### src/verilog/ma_cfg.svh
// Word width and bank depth for the coprocessor; include before using the MA_ macros

`ifndef MA_CFG_SVH
`define MA_CFG_SVH

////////////////////
// Datapath

`define MA_WIDTH 64                // Operand width in bits, 256 also works

////////////////////
// Operand bank

`define MA_DEPTH 16                // Words in the shared bank

// Bank address width follows the depth
`define MA_ADDR_W $clog2(`MA_DEPTH)

`endif

### src/verilog/ma_pkg.sv
// Shared types for the modular arithmetic coprocessor; import into every RTL module
`default_nettype none

`include "ma_cfg.svh"

package ma_pkg;

    ////////////////////
    // Data words

    typedef logic [`MA_WIDTH-1:0]  ma_word_t;   // One operand
    typedef logic [`MA_ADDR_W-1:0] ma_addr_t;   // Bank address

    ////////////////////
    // Commands

    typedef enum logic
    {
        MA_OP_ADD = 1'b0,                        // (a + b) mod m
        MA_OP_SUB = 1'b1                         // (a - b) mod m
    } ma_op_e;

    typedef struct packed
    {
        ma_op_e   op;
        ma_addr_t src_a;                         // First operand
        ma_addr_t src_b;                         // Second operand
        ma_addr_t src_m;                         // Modulus
        ma_addr_t dst;                           // Result goes here
    } ma_cmd_t;

    // One access to the operand bank
    typedef struct packed
    {
        logic     we;                            // High for write
        ma_addr_t addr;
        ma_word_t wdata;                         // Ignored on reads
    } bank_req_t;

    ////////////////////
    // Lane sequencer

    typedef enum logic [2:0]
    {
        LANE_IDLE,                               // Waiting for a command
        LANE_RD_A,
        LANE_RD_B,
        LANE_RD_M,
        LANE_RUN,                                // Engine busy
        LANE_WB,                                 // Result write
        LANE_DONE                                // Completion held for host
    } lane_state_e;

endpackage

`default_nettype wire

### src/verilog/bank_arbiter.sv
// Round-robin arbiter for the operand bank; port 0 is the host, ports 1 and 2 the lanes
`timescale 1ns/1ps
`default_nettype none

module bank_arbiter
    import ma_pkg::*;
(
    input  logic       clk,
    input  logic       rst,
    input  logic [2:0] req_valid,
    input  bank_req_t  req [3],
    output logic [2:0] req_ready,     // One-hot grant
    output logic [2:0] rd_valid,      // Read return, owner only
    output ma_word_t   rd_data,       // Shared by all requesters
    output logic       bank_en,
    output bank_req_t  bank_req,
    input  ma_word_t   bank_rd_data
);

    logic [1:0] rr_ptr;    // Requester with top priority
    logic [1:0] win;       // Granted requester
    logic       any_req;
    logic [1:0] rd_owner;  // Who gets the read data
    logic       rd_pend;   // A read is returning this cycle

    // Requester k places after base, wrapping at three
    function automatic logic [1:0] rr_index(input logic [1:0] base, input int unsigned k);
        int unsigned sum;
        sum = base + k;
        return (sum >= 3) ? 2'(sum - 3) : 2'(sum);
    endfunction

    ////////////////////
    // Grant selection

    always_comb
    begin
        win     = rr_ptr;
        any_req = 1'b0;
        // Lowest priority first so the highest one lands last
        for (int k = 2; k >= 0; k--)
        begin
            if (req_valid[rr_index(rr_ptr, k)])
            begin
                win     = rr_index(rr_ptr, k);
                any_req = 1'b1;
            end
        end
    end

    assign req_ready = any_req ? (3'b001 << win) : 3'b000;
    assign bank_en   = any_req;
    assign bank_req  = req[win];           // Winner drives the bank

    ////////////////////
    // Pointer and read return

    always_ff @(posedge clk)
    begin
        if (rst)
        begin
            rr_ptr   <= 2'd0;
            rd_owner <= 2'd0;
            rd_pend  <= 1'b0;
        end
        else
        begin
            if (any_req)
                rr_ptr <= rr_index(win, 1); // Start after the last winner
            rd_owner <= win;
            rd_pend  <= any_req && !req[win].we;
        end
    end

    always_comb
    begin
        rd_valid = 3'b000;
        if (rd_pend)
            rd_valid[rd_owner] = 1'b1;
    end

    assign rd_data = bank_rd_data;      // Bank output, one cycle after grant

endmodule

`default_nettype wire

### src/verilog/mod_add_engine.sv
// Iterative modular add/subtract engine; pulse start with operands and wait for done
`timescale 1ns/1ps
`default_nettype none

`include "ma_cfg.svh"

module mod_add_engine
    import ma_pkg::*;
(
    input  logic     clk,
    input  logic     rst,
    input  logic     start,    // One-cycle pulse, restarts any run
    input  ma_op_e   op,
    input  ma_word_t op1,
    input  ma_word_t op2,
    input  ma_word_t mod,
    output ma_word_t result,   // Held until the next done
    output logic     done      // One-cycle pulse
);

    localparam int W = `MA_WIDTH;

    ma_word_t add_a;     // Adder inputs
    ma_word_t add_b;
    logic     add_ci;
    ma_word_t rslt;      // Registered adder output
    logic     co;        // Registered carry out
    logic     ci_used;   // Carry in behind rslt

    ma_word_t a_q;       // Fed-back partial result
    ma_word_t p_q;       // Latched modulus
    logic     ci_q;      // Direction of the next correction

    logic     eval;      // rslt is fresh this cycle
    logic     corr;      // Correction operands loaded
    logic     pend;      // An uncorrected wrap sits in rslt
    logic     ovf;
    logic     wrapped;
    logic     finish;

    ////////////////////
    // Registered adder

    // Start bypasses the operand registers so the first sum lands a cycle sooner
    always_comb
    begin
        add_a  = start ? op1 : a_q;
        add_b  = start ? op2 : p_q;             // Modulus on every correction
        add_ci = start ? (op == MA_OP_SUB) : ci_q;
    end

    always_ff @(posedge clk)
    begin
        {co, rslt} <= {1'b0, add_a}
                    + {1'b0, add_b ^ {W{add_ci}}}  // Invert for subtract
                    + {{W{1'b0}}, add_ci};
        ci_used    <= add_ci;
    end

    ////////////////////
    // Range check

    assign ovf     = ci_used ^ co;             // Add carry or subtract borrow
    assign wrapped = pend ^ ovf;               // Second wrap cancels the first
    assign finish  = eval && !wrapped && (rslt < p_q);

    // Operands for the next pass
    always_ff @(posedge clk)
    begin
        if (start)
        begin
            p_q <= mod;
        end
        else if (eval && !finish)
        begin
            a_q <= rslt;
            if (wrapped)
                ci_q <= pend ? ci_used : !ci_used; // Undo the wrap
            else
                ci_q <= 1'b1;                      // Sum not below m, subtract
        end
    end

    ////////////////////
    // Sequencing

    always_ff @(posedge clk)
    begin
        if (rst)
        begin
            eval <= 1'b0;
            corr <= 1'b0;
            pend <= 1'b0;
            done <= 1'b0;
        end
        else
        begin
            eval <= start || corr;
            corr <= !start && eval && !finish;  // Two cycles per correction
            done <= !start && finish;
            if (start)
                pend <= 1'b0;
            else if (eval && !finish)
                pend <= wrapped;
        end
    end

    always_ff @(posedge clk)
    begin
        if (!start && finish)
            result <= rslt;
    end

endmodule

`default_nettype wire

### src/verilog/mod_arith_top.sv
// Coprocessor top level; operand bank, arbiter and two lanes, host port is requester 0
`timescale 1ns/1ps
`default_nettype none

module mod_arith_top
    import ma_pkg::*;
(
    input  logic      clk,
    input  logic      rst,
    // Host bank access
    input  logic      host_req_valid,
    input  bank_req_t host_req,
    output logic      host_req_ready,
    output logic      host_rd_valid,
    output ma_word_t  host_rd_data,
    // Lane 0
    input  logic      cmd0_valid,
    input  ma_cmd_t   cmd0,
    output logic      cmd0_ready,
    output logic      done0_valid,
    output ma_addr_t  done0_dst,
    input  logic      done0_ready,
    // Lane 1
    input  logic      cmd1_valid,
    input  ma_cmd_t   cmd1,
    output logic      cmd1_ready,
    output logic      done1_valid,
    output ma_addr_t  done1_dst,
    input  logic      done1_ready
);

    wire logic [2:0] arb_valid;      // Index 0 host, 1 lane 0, 2 lane 1
    wire logic [2:0] arb_ready;
    wire logic [2:0] arb_rd_valid;
    wire bank_req_t  arb_req [3];
    wire ma_word_t   rd_word;        // Shared read data
    wire logic       bank_en;
    wire bank_req_t  bank_req;
    wire ma_word_t   bank_rd_data;

    // Host on requester 0
    assign arb_valid[0]   = host_req_valid;
    assign arb_req[0]     = host_req;
    assign host_req_ready = arb_ready[0];
    assign host_rd_valid  = arb_rd_valid[0];
    assign host_rd_data   = rd_word;

    operand_bank u_bank
    (
        .clk     (clk),
        .rst     (rst),
        .en      (bank_en),
        .req     (bank_req),
        .rd_data (bank_rd_data)
    );

    bank_arbiter u_arb
    (
        .clk          (clk),
        .rst          (rst),
        .req_valid    (arb_valid),
        .req          (arb_req),
        .req_ready    (arb_ready),
        .rd_valid     (arb_rd_valid),
        .rd_data      (rd_word),
        .bank_en      (bank_en),
        .bank_req     (bank_req),
        .bank_rd_data (bank_rd_data)
    );

    mod_lane u_lane0
    (
        .clk        (clk),
        .rst        (rst),
        .cmd_valid  (cmd0_valid),
        .cmd        (cmd0),
        .cmd_ready  (cmd0_ready),
        .req_valid  (arb_valid[1]),
        .req        (arb_req[1]),
        .req_ready  (arb_ready[1]),
        .rd_valid   (arb_rd_valid[1]),
        .rd_data    (rd_word),
        .done_valid (done0_valid),
        .done_dst   (done0_dst),
        .done_ready (done0_ready)
    );

    mod_lane u_lane1
    (
        .clk        (clk),
        .rst        (rst),
        .cmd_valid  (cmd1_valid),
        .cmd        (cmd1),
        .cmd_ready  (cmd1_ready),
        .req_valid  (arb_valid[2]),
        .req        (arb_req[2]),
        .req_ready  (arb_ready[2]),
        .rd_valid   (arb_rd_valid[2]),
        .rd_data    (rd_word),
        .done_valid (done1_valid),
        .done_dst   (done1_dst),
        .done_ready (done1_ready)
    );

endmodule

`default_nettype wire

### src/verilog/mod_lane.sv
// Compute lane; takes one command, fetches its operands, runs the engine and writes back
`timescale 1ns/1ps
`default_nettype none

module mod_lane
    import ma_pkg::*;
(
    input  logic      clk,
    input  logic      rst,
    input  logic      cmd_valid,
    input  ma_cmd_t   cmd,
    output logic      cmd_ready,
    output logic      req_valid,    // Bank request to the arbiter
    output bank_req_t req,
    input  logic      req_ready,
    input  logic      rd_valid,
    input  ma_word_t  rd_data,
    output logic      done_valid,
    output ma_addr_t  done_dst,
    input  logic      done_ready
);

    lane_state_e state;
    ma_cmd_t     cmd_q;       // Command in flight
    logic        wait_rd;     // Read granted, data due
    ma_word_t    opa;
    ma_word_t    opb;
    ma_word_t    opm;
    logic        eng_start;
    logic        eng_done;
    ma_word_t    eng_result;
    logic        is_read;

    assign is_read = (state == LANE_RD_A) || (state == LANE_RD_B) || (state == LANE_RD_M);

    ////////////////////
    // Bank request

    always_comb
    begin
        req.we    = (state == LANE_WB);
        req.wdata = eng_result;             // Only used by the write
        case (state)
            LANE_RD_A: req.addr = cmd_q.src_a;
            LANE_RD_B: req.addr = cmd_q.src_b;
            LANE_RD_M: req.addr = cmd_q.src_m;
            default:   req.addr = cmd_q.dst;
        endcase
    end

    assign req_valid  = (is_read && !wait_rd) || (state == LANE_WB);
    assign cmd_ready  = (state == LANE_IDLE);
    assign done_valid = (state == LANE_DONE);
    assign done_dst   = cmd_q.dst;

    ////////////////////
    // Sequencer

    always_ff @(posedge clk)
    begin
        if (rst)
        begin
            state     <= LANE_IDLE;
            wait_rd   <= 1'b0;
            eng_start <= 1'b0;
        end
        else
        begin
            eng_start <= 1'b0;
            if (is_read && req_valid && req_ready)
                wait_rd <= 1'b1;            // Data comes next cycle
            case (state)
                LANE_IDLE:
                    if (cmd_valid)
                        state <= LANE_RD_A;
                LANE_RD_A:
                    if (wait_rd && rd_valid)
                    begin
                        wait_rd <= 1'b0;
                        state   <= LANE_RD_B;
                    end
                LANE_RD_B:
                    if (wait_rd && rd_valid)
                    begin
                        wait_rd <= 1'b0;
                        state   <= LANE_RD_M;
                    end
                LANE_RD_M:
                    if (wait_rd && rd_valid)
                    begin
                        wait_rd   <= 1'b0;
                        eng_start <= 1'b1;  // All three words in hand
                        state     <= LANE_RUN;
                    end
                LANE_RUN:
                    if (eng_done)
                        state <= LANE_WB;
                LANE_WB:
                    if (req_ready)
                        state <= LANE_DONE;
                LANE_DONE:
                    if (done_ready)
                        state <= LANE_IDLE;
                default:
                    state <= LANE_IDLE;
            endcase
        end
    end

    // Command and operand capture
    always_ff @(posedge clk)
    begin
        if (state == LANE_IDLE && cmd_valid)
            cmd_q <= cmd;
        if (wait_rd && rd_valid)
        begin
            case (state)
                LANE_RD_A: opa <= rd_data;
                LANE_RD_B: opb <= rd_data;
                default:   opm <= rd_data;
            endcase
        end
    end

    mod_add_engine u_engine
    (
        .clk    (clk),
        .rst    (rst),
        .start  (eng_start),
        .op     (cmd_q.op),
        .op1    (opa),
        .op2    (opb),
        .mod    (opm),
        .result (eng_result),
        .done   (eng_done)
    );

endmodule

`default_nettype wire

### src/verilog/operand_bank.sv
// Single-port operand memory; one access per enabled cycle, read data one cycle later
`timescale 1ns/1ps
`default_nettype none

`include "ma_cfg.svh"

module operand_bank
    import ma_pkg::*;
(
    input  logic      clk,
    input  logic      rst,
    input  logic      en,        // Access this cycle
    input  bank_req_t req,
    output ma_word_t  rd_data    // Valid the cycle after a read
);

    ma_word_t mem [`MA_DEPTH];   // Word storage

    // Write port
    always_ff @(posedge clk)
    begin
        if (en && req.we)
            mem[req.addr] <= req.wdata;
    end

    // Registered read port
    always_ff @(posedge clk)
    begin
        if (rst)
            rd_data <= '0;
        else if (en && !req.we)
            rd_data <= mem[req.addr];
    end

endmodule

`default_nettype wire
### config.mk
export PLATFORM = sky130hd
export DESIGN_NAME = mod_arith_top
export DESIGN_NICKNAME = d
export VERILOG_FILES = /design/src/verilog/ma_pkg.sv /design/src/verilog/bank_arbiter.sv /design/src/verilog/mod_add_engine.sv /design/src/verilog/mod_arith_top.sv /design/src/verilog/mod_lane.sv /design/src/verilog/operand_bank.sv
export VERILOG_INCLUDE_DIRS = /design/src /design/src/verilog
export SDC_FILE = /design/constraint.sdc
export NUM_CORES = 2
export LEC_CHECK = 0
export ABC_AREA = 1
export BUFFER_PORTS_ARGS = -buffer_cell sky130_fd_sc_hd__buf_2
export CORE_MARGIN = 5
export CORE_UTILIZATION = 57
export CTS_CLUSTER_DIAMETER = 40
export CTS_CLUSTER_SIZE = 25
export DETAILED_ROUTE_END_ITERATION = 8
export GPL_TIMING_DRIVEN = 0
export PLACE_DENSITY = 0.77
export SETUP_SLACK_MARGIN = 0.2
export SLEW_MARGIN = 20
export SYNTH_ARGS = -nofsm -noshare
export SYNTH_HDL_FRONTEND = slang
export SYNTH_SLANG_ARGS = --single-unit
### constraint.sdc
create_clock -name clk -period 6.4 [get_ports clk]
set_input_delay 1.28 -clock clk [delete_from_list [all_inputs] [get_ports clk]]
set_output_delay 1.28 -clock clk [all_outputs]
set_load 0.005 [all_outputs]
==> run summary <==
run status - finished clean
clk slew on worst S/H paths - 0.06 ns
Cell variety after synth - 56
Endpoint, Worst Hold - u_lane0.u_engine.p_q[46]
Syn. warnings - 0
Initial Util - 57.4%
Skew-Pair Late Insertion Delay - 0.91 ns
commonest cells in the synthesized netlist - nand2_1 (3009), edfxtp_1 (1828), nand3_1 (741)
Final Setup Violations - 0
crit path kind - reg2reg
unrepaired setup endpoints after global routing - false
gr usage total - 34.4%
required time of the worst setup path - 7.21 ns
CP arrival - 6.92 ns
CORE AREA - 157000 µm²
Synth area leaders - edfxtp_1 (61%), nand2_1 (13%), dfxtp_1 (4.9%)
Row Count - 145
die area - 166000 µm²
RePlAce Congestion - 0.984
Max transition margin - 12.4%
Fillers - 11100
DRT antenna net count - 0
reg-to-reg endpoint - u_lane1.u_engine.rslt[37]
post-synth top area share - 61.1%
fin crit share - 95.4%
CTS max path bufs - 4
Crit. End Element - flop
EDFF count, synth - 1828
post-route minimum period - 6.10 ns
CTS sink count - 2047
final WL - 289000 µm
endpoints failing hold - 0
worst slew pin tran - 1.31 ns
fin cells - 11400
startpoint class of the critical path - flop
total grt overflow - 0
Synth-to-Final Area Change - 18.1%
Biggest register - u_bank.mem
Inst Count DP - 10900
cts hold-fix bufs - 0
worst hold stages - 0
pin count of the biggest net entering global routing - 49
Worst Min Path Start - u_lane0.opm[46]
CTS HTree Levels - 5
Max Slew Vio Count - 0
largest fanout on the critical path - 48
Seq cells post-synth - 2047
first-pass GRT wire length - 416000 µm
Total Nets Final - 9496
FFs w/ async S/R, synth - 0%
hpwl dp - 211000 µm
Multi-input gate area - 27800 µm²
register area - 59300 µm²
number of flip-flops in the largest register - 1024
Die X - 407 µm
Avg WL per Cell - 25.3 µm
Hold Crit Class - reg2reg
via count - 67200
num ports - 188
Post-Syn Area - 89900 µm²
Avg Cell Area, Syn - 10.6 µm²
CTS tree - yes
net count after synthesis - 8870
DR iter-0 viols - 8733
MaxCap Viol Count - 0
fmax - 164 MHz
clk root buf - clkbuf_16
share of cells above drive strength 1 - 11.9%
Die H - 407 µm
FF-to-FF Start - u_lane1.eng_start
top-count cell post-synth - nand2_1
IO Port Bufs - 187
detail-routed via count per cell - 5.89
initial antenna violation count - 16
number of global-route vias before repair - 66800
R2R depth - 21
cells after synthesis - 8503
Worst R2R Setup Slack - 0.30 ns
area leader, netlist - edfxtp_1
Post-route DRC - 0
sequential area share after synthesis - 66.0%
Post-synth top flop - edfxtp_1
CTS buffer count - 281
First-pass DRT Iterations - 6
Clock Skews - 0.0700 ns
cell families (layout without fill, tap and decap cells):
group	count (synthesis)	count (layout)	synth area share, %
AO/OA/AOI/OAI	865	865	5.23
XOR/XNOR	248	248	2.42
adder cells (fa/ha/maj)	257	257	3.59
buffers and inverters	804	1633	3.64
flip-flops	2047	2047	66.0
other	0	14	0
AND/OR/NAND/NOR	4282	4282	19.2
critical path: stages (launching register included):
cell and delay [ns]:
dfxtp_4 0.59, buf_16 0.30, inv_2 0.21, clkbuf_2 0.30, clkbuf_2 0.46, clkbuf_2 0.42
nand2_1 0.16, nand2_1 0.12, ha_1 0.30, nand2_1 0.05, o21ai_1 0.39, a21oi_1 0.23
o21ai_1 0.54, nand2_1 0.10, nand2_1 0.28, nand2_1 0.08, nand2_1 0.15, a21oi_1 0.20
o21ai_0 0.59, nand2_1 0.18, a21o_1 0.20, nand2_1 0.06
how the worst max path moves through the flow:
| stage | start | end | slack (ns) |
|---|---|---|---|
| 2_1_floorplan | host_req_valid | u_bank.mem[12][0] | 0.32 |
| 3_3_place_gp | host_req_valid | u_bank.mem[1][13] | -4.20 |
| 3_5_place_dp | u_lane1.eng_start | u_lane1.u_engine.rslt[36] | -1.09 |
| 4_1_cts | u_lane1.eng_start | u_lane1.u_engine.rslt[62] | 0.25 |
| 5_1_grt | u_lane1.eng_start | u_lane1.u_engine.rslt[37] | 0.21 |
| 6_report | u_lane1.eng_start | u_lane1.u_engine.rslt[37] | 0.30 |
layer usage:
| metal | track usage, % | up-vias | part of all wire (%) |
|---|---|---|---|
| met4 | 16.3 | 2 | 5.2 |
| met1 | 43.9 | 32000 | 37 |
| met3 | 7.07 | 862 | 10 |
| met5 | 0 | - | 0.0038 |
| met2 | 56.9 | 3946 | 47 |
| li1 | - | 30400 | - |
through the flow:
step / setup WS, ns / hold WS (ns) / util, % / TNS, ns / area [µm²]
final: 0.297 / 0.379 / 67.8 / 0 / 106000
after global routing: 0.209 / 0.385 / 67.8 / 0 / 106000
after CTS: 0.251 / 0.377 / 67.8 / 0 / 106000
after detailed placement: -1.09 / 0.405 / 61.7 / -11.71 / 96600
after global placement: -4.20 / 0.400 / 59.6 / -5255.15 / 93400
after floorplan: 0.321 / 0.400 / - / 0 / 89900
final cells by class:
cell class | instances | share of cell area (%)
antenna | 14 | 0.0330
buffer | 390 | 1.63
clock buffer | 312 | 6.88
clock inverter | 174 | 2.03
inverter | 414 | 1.47
multi-input combinational | 5652 | 26.2
sequential | 2047 | 55.8
tap | 2058 | 2.43
timing repair buffer | 343 | 3.51
what timing repair did:
item,CTS,global route
endpoints found under the hold margin,0,0
buffers inserted,0,0
resized for setup,18,5
pin swaps,0,0
setup endpoints to repair,51,6
cell usage in the layout (no fill, tap or decap), drive strengths merged, types with 30 or more instances in the layout:
master  Yosys  final
nand2    3013   3013
edfxtp   1828   1828
a31oi      65     65
ha        255    255
xnor2      50     50
o21ai     448    448
xor2      198    198
nor3       30     30
buf       208    551
nand3     743    743
nor2      443    443
dfxtp     219    219
a21oi     260    260
inv       412    476
clkinv      2     61
clkbuf    182    494
Power is not shown: default switching activity piles up to over one toggle a cycle in this logic, so the estimate is an artifact.
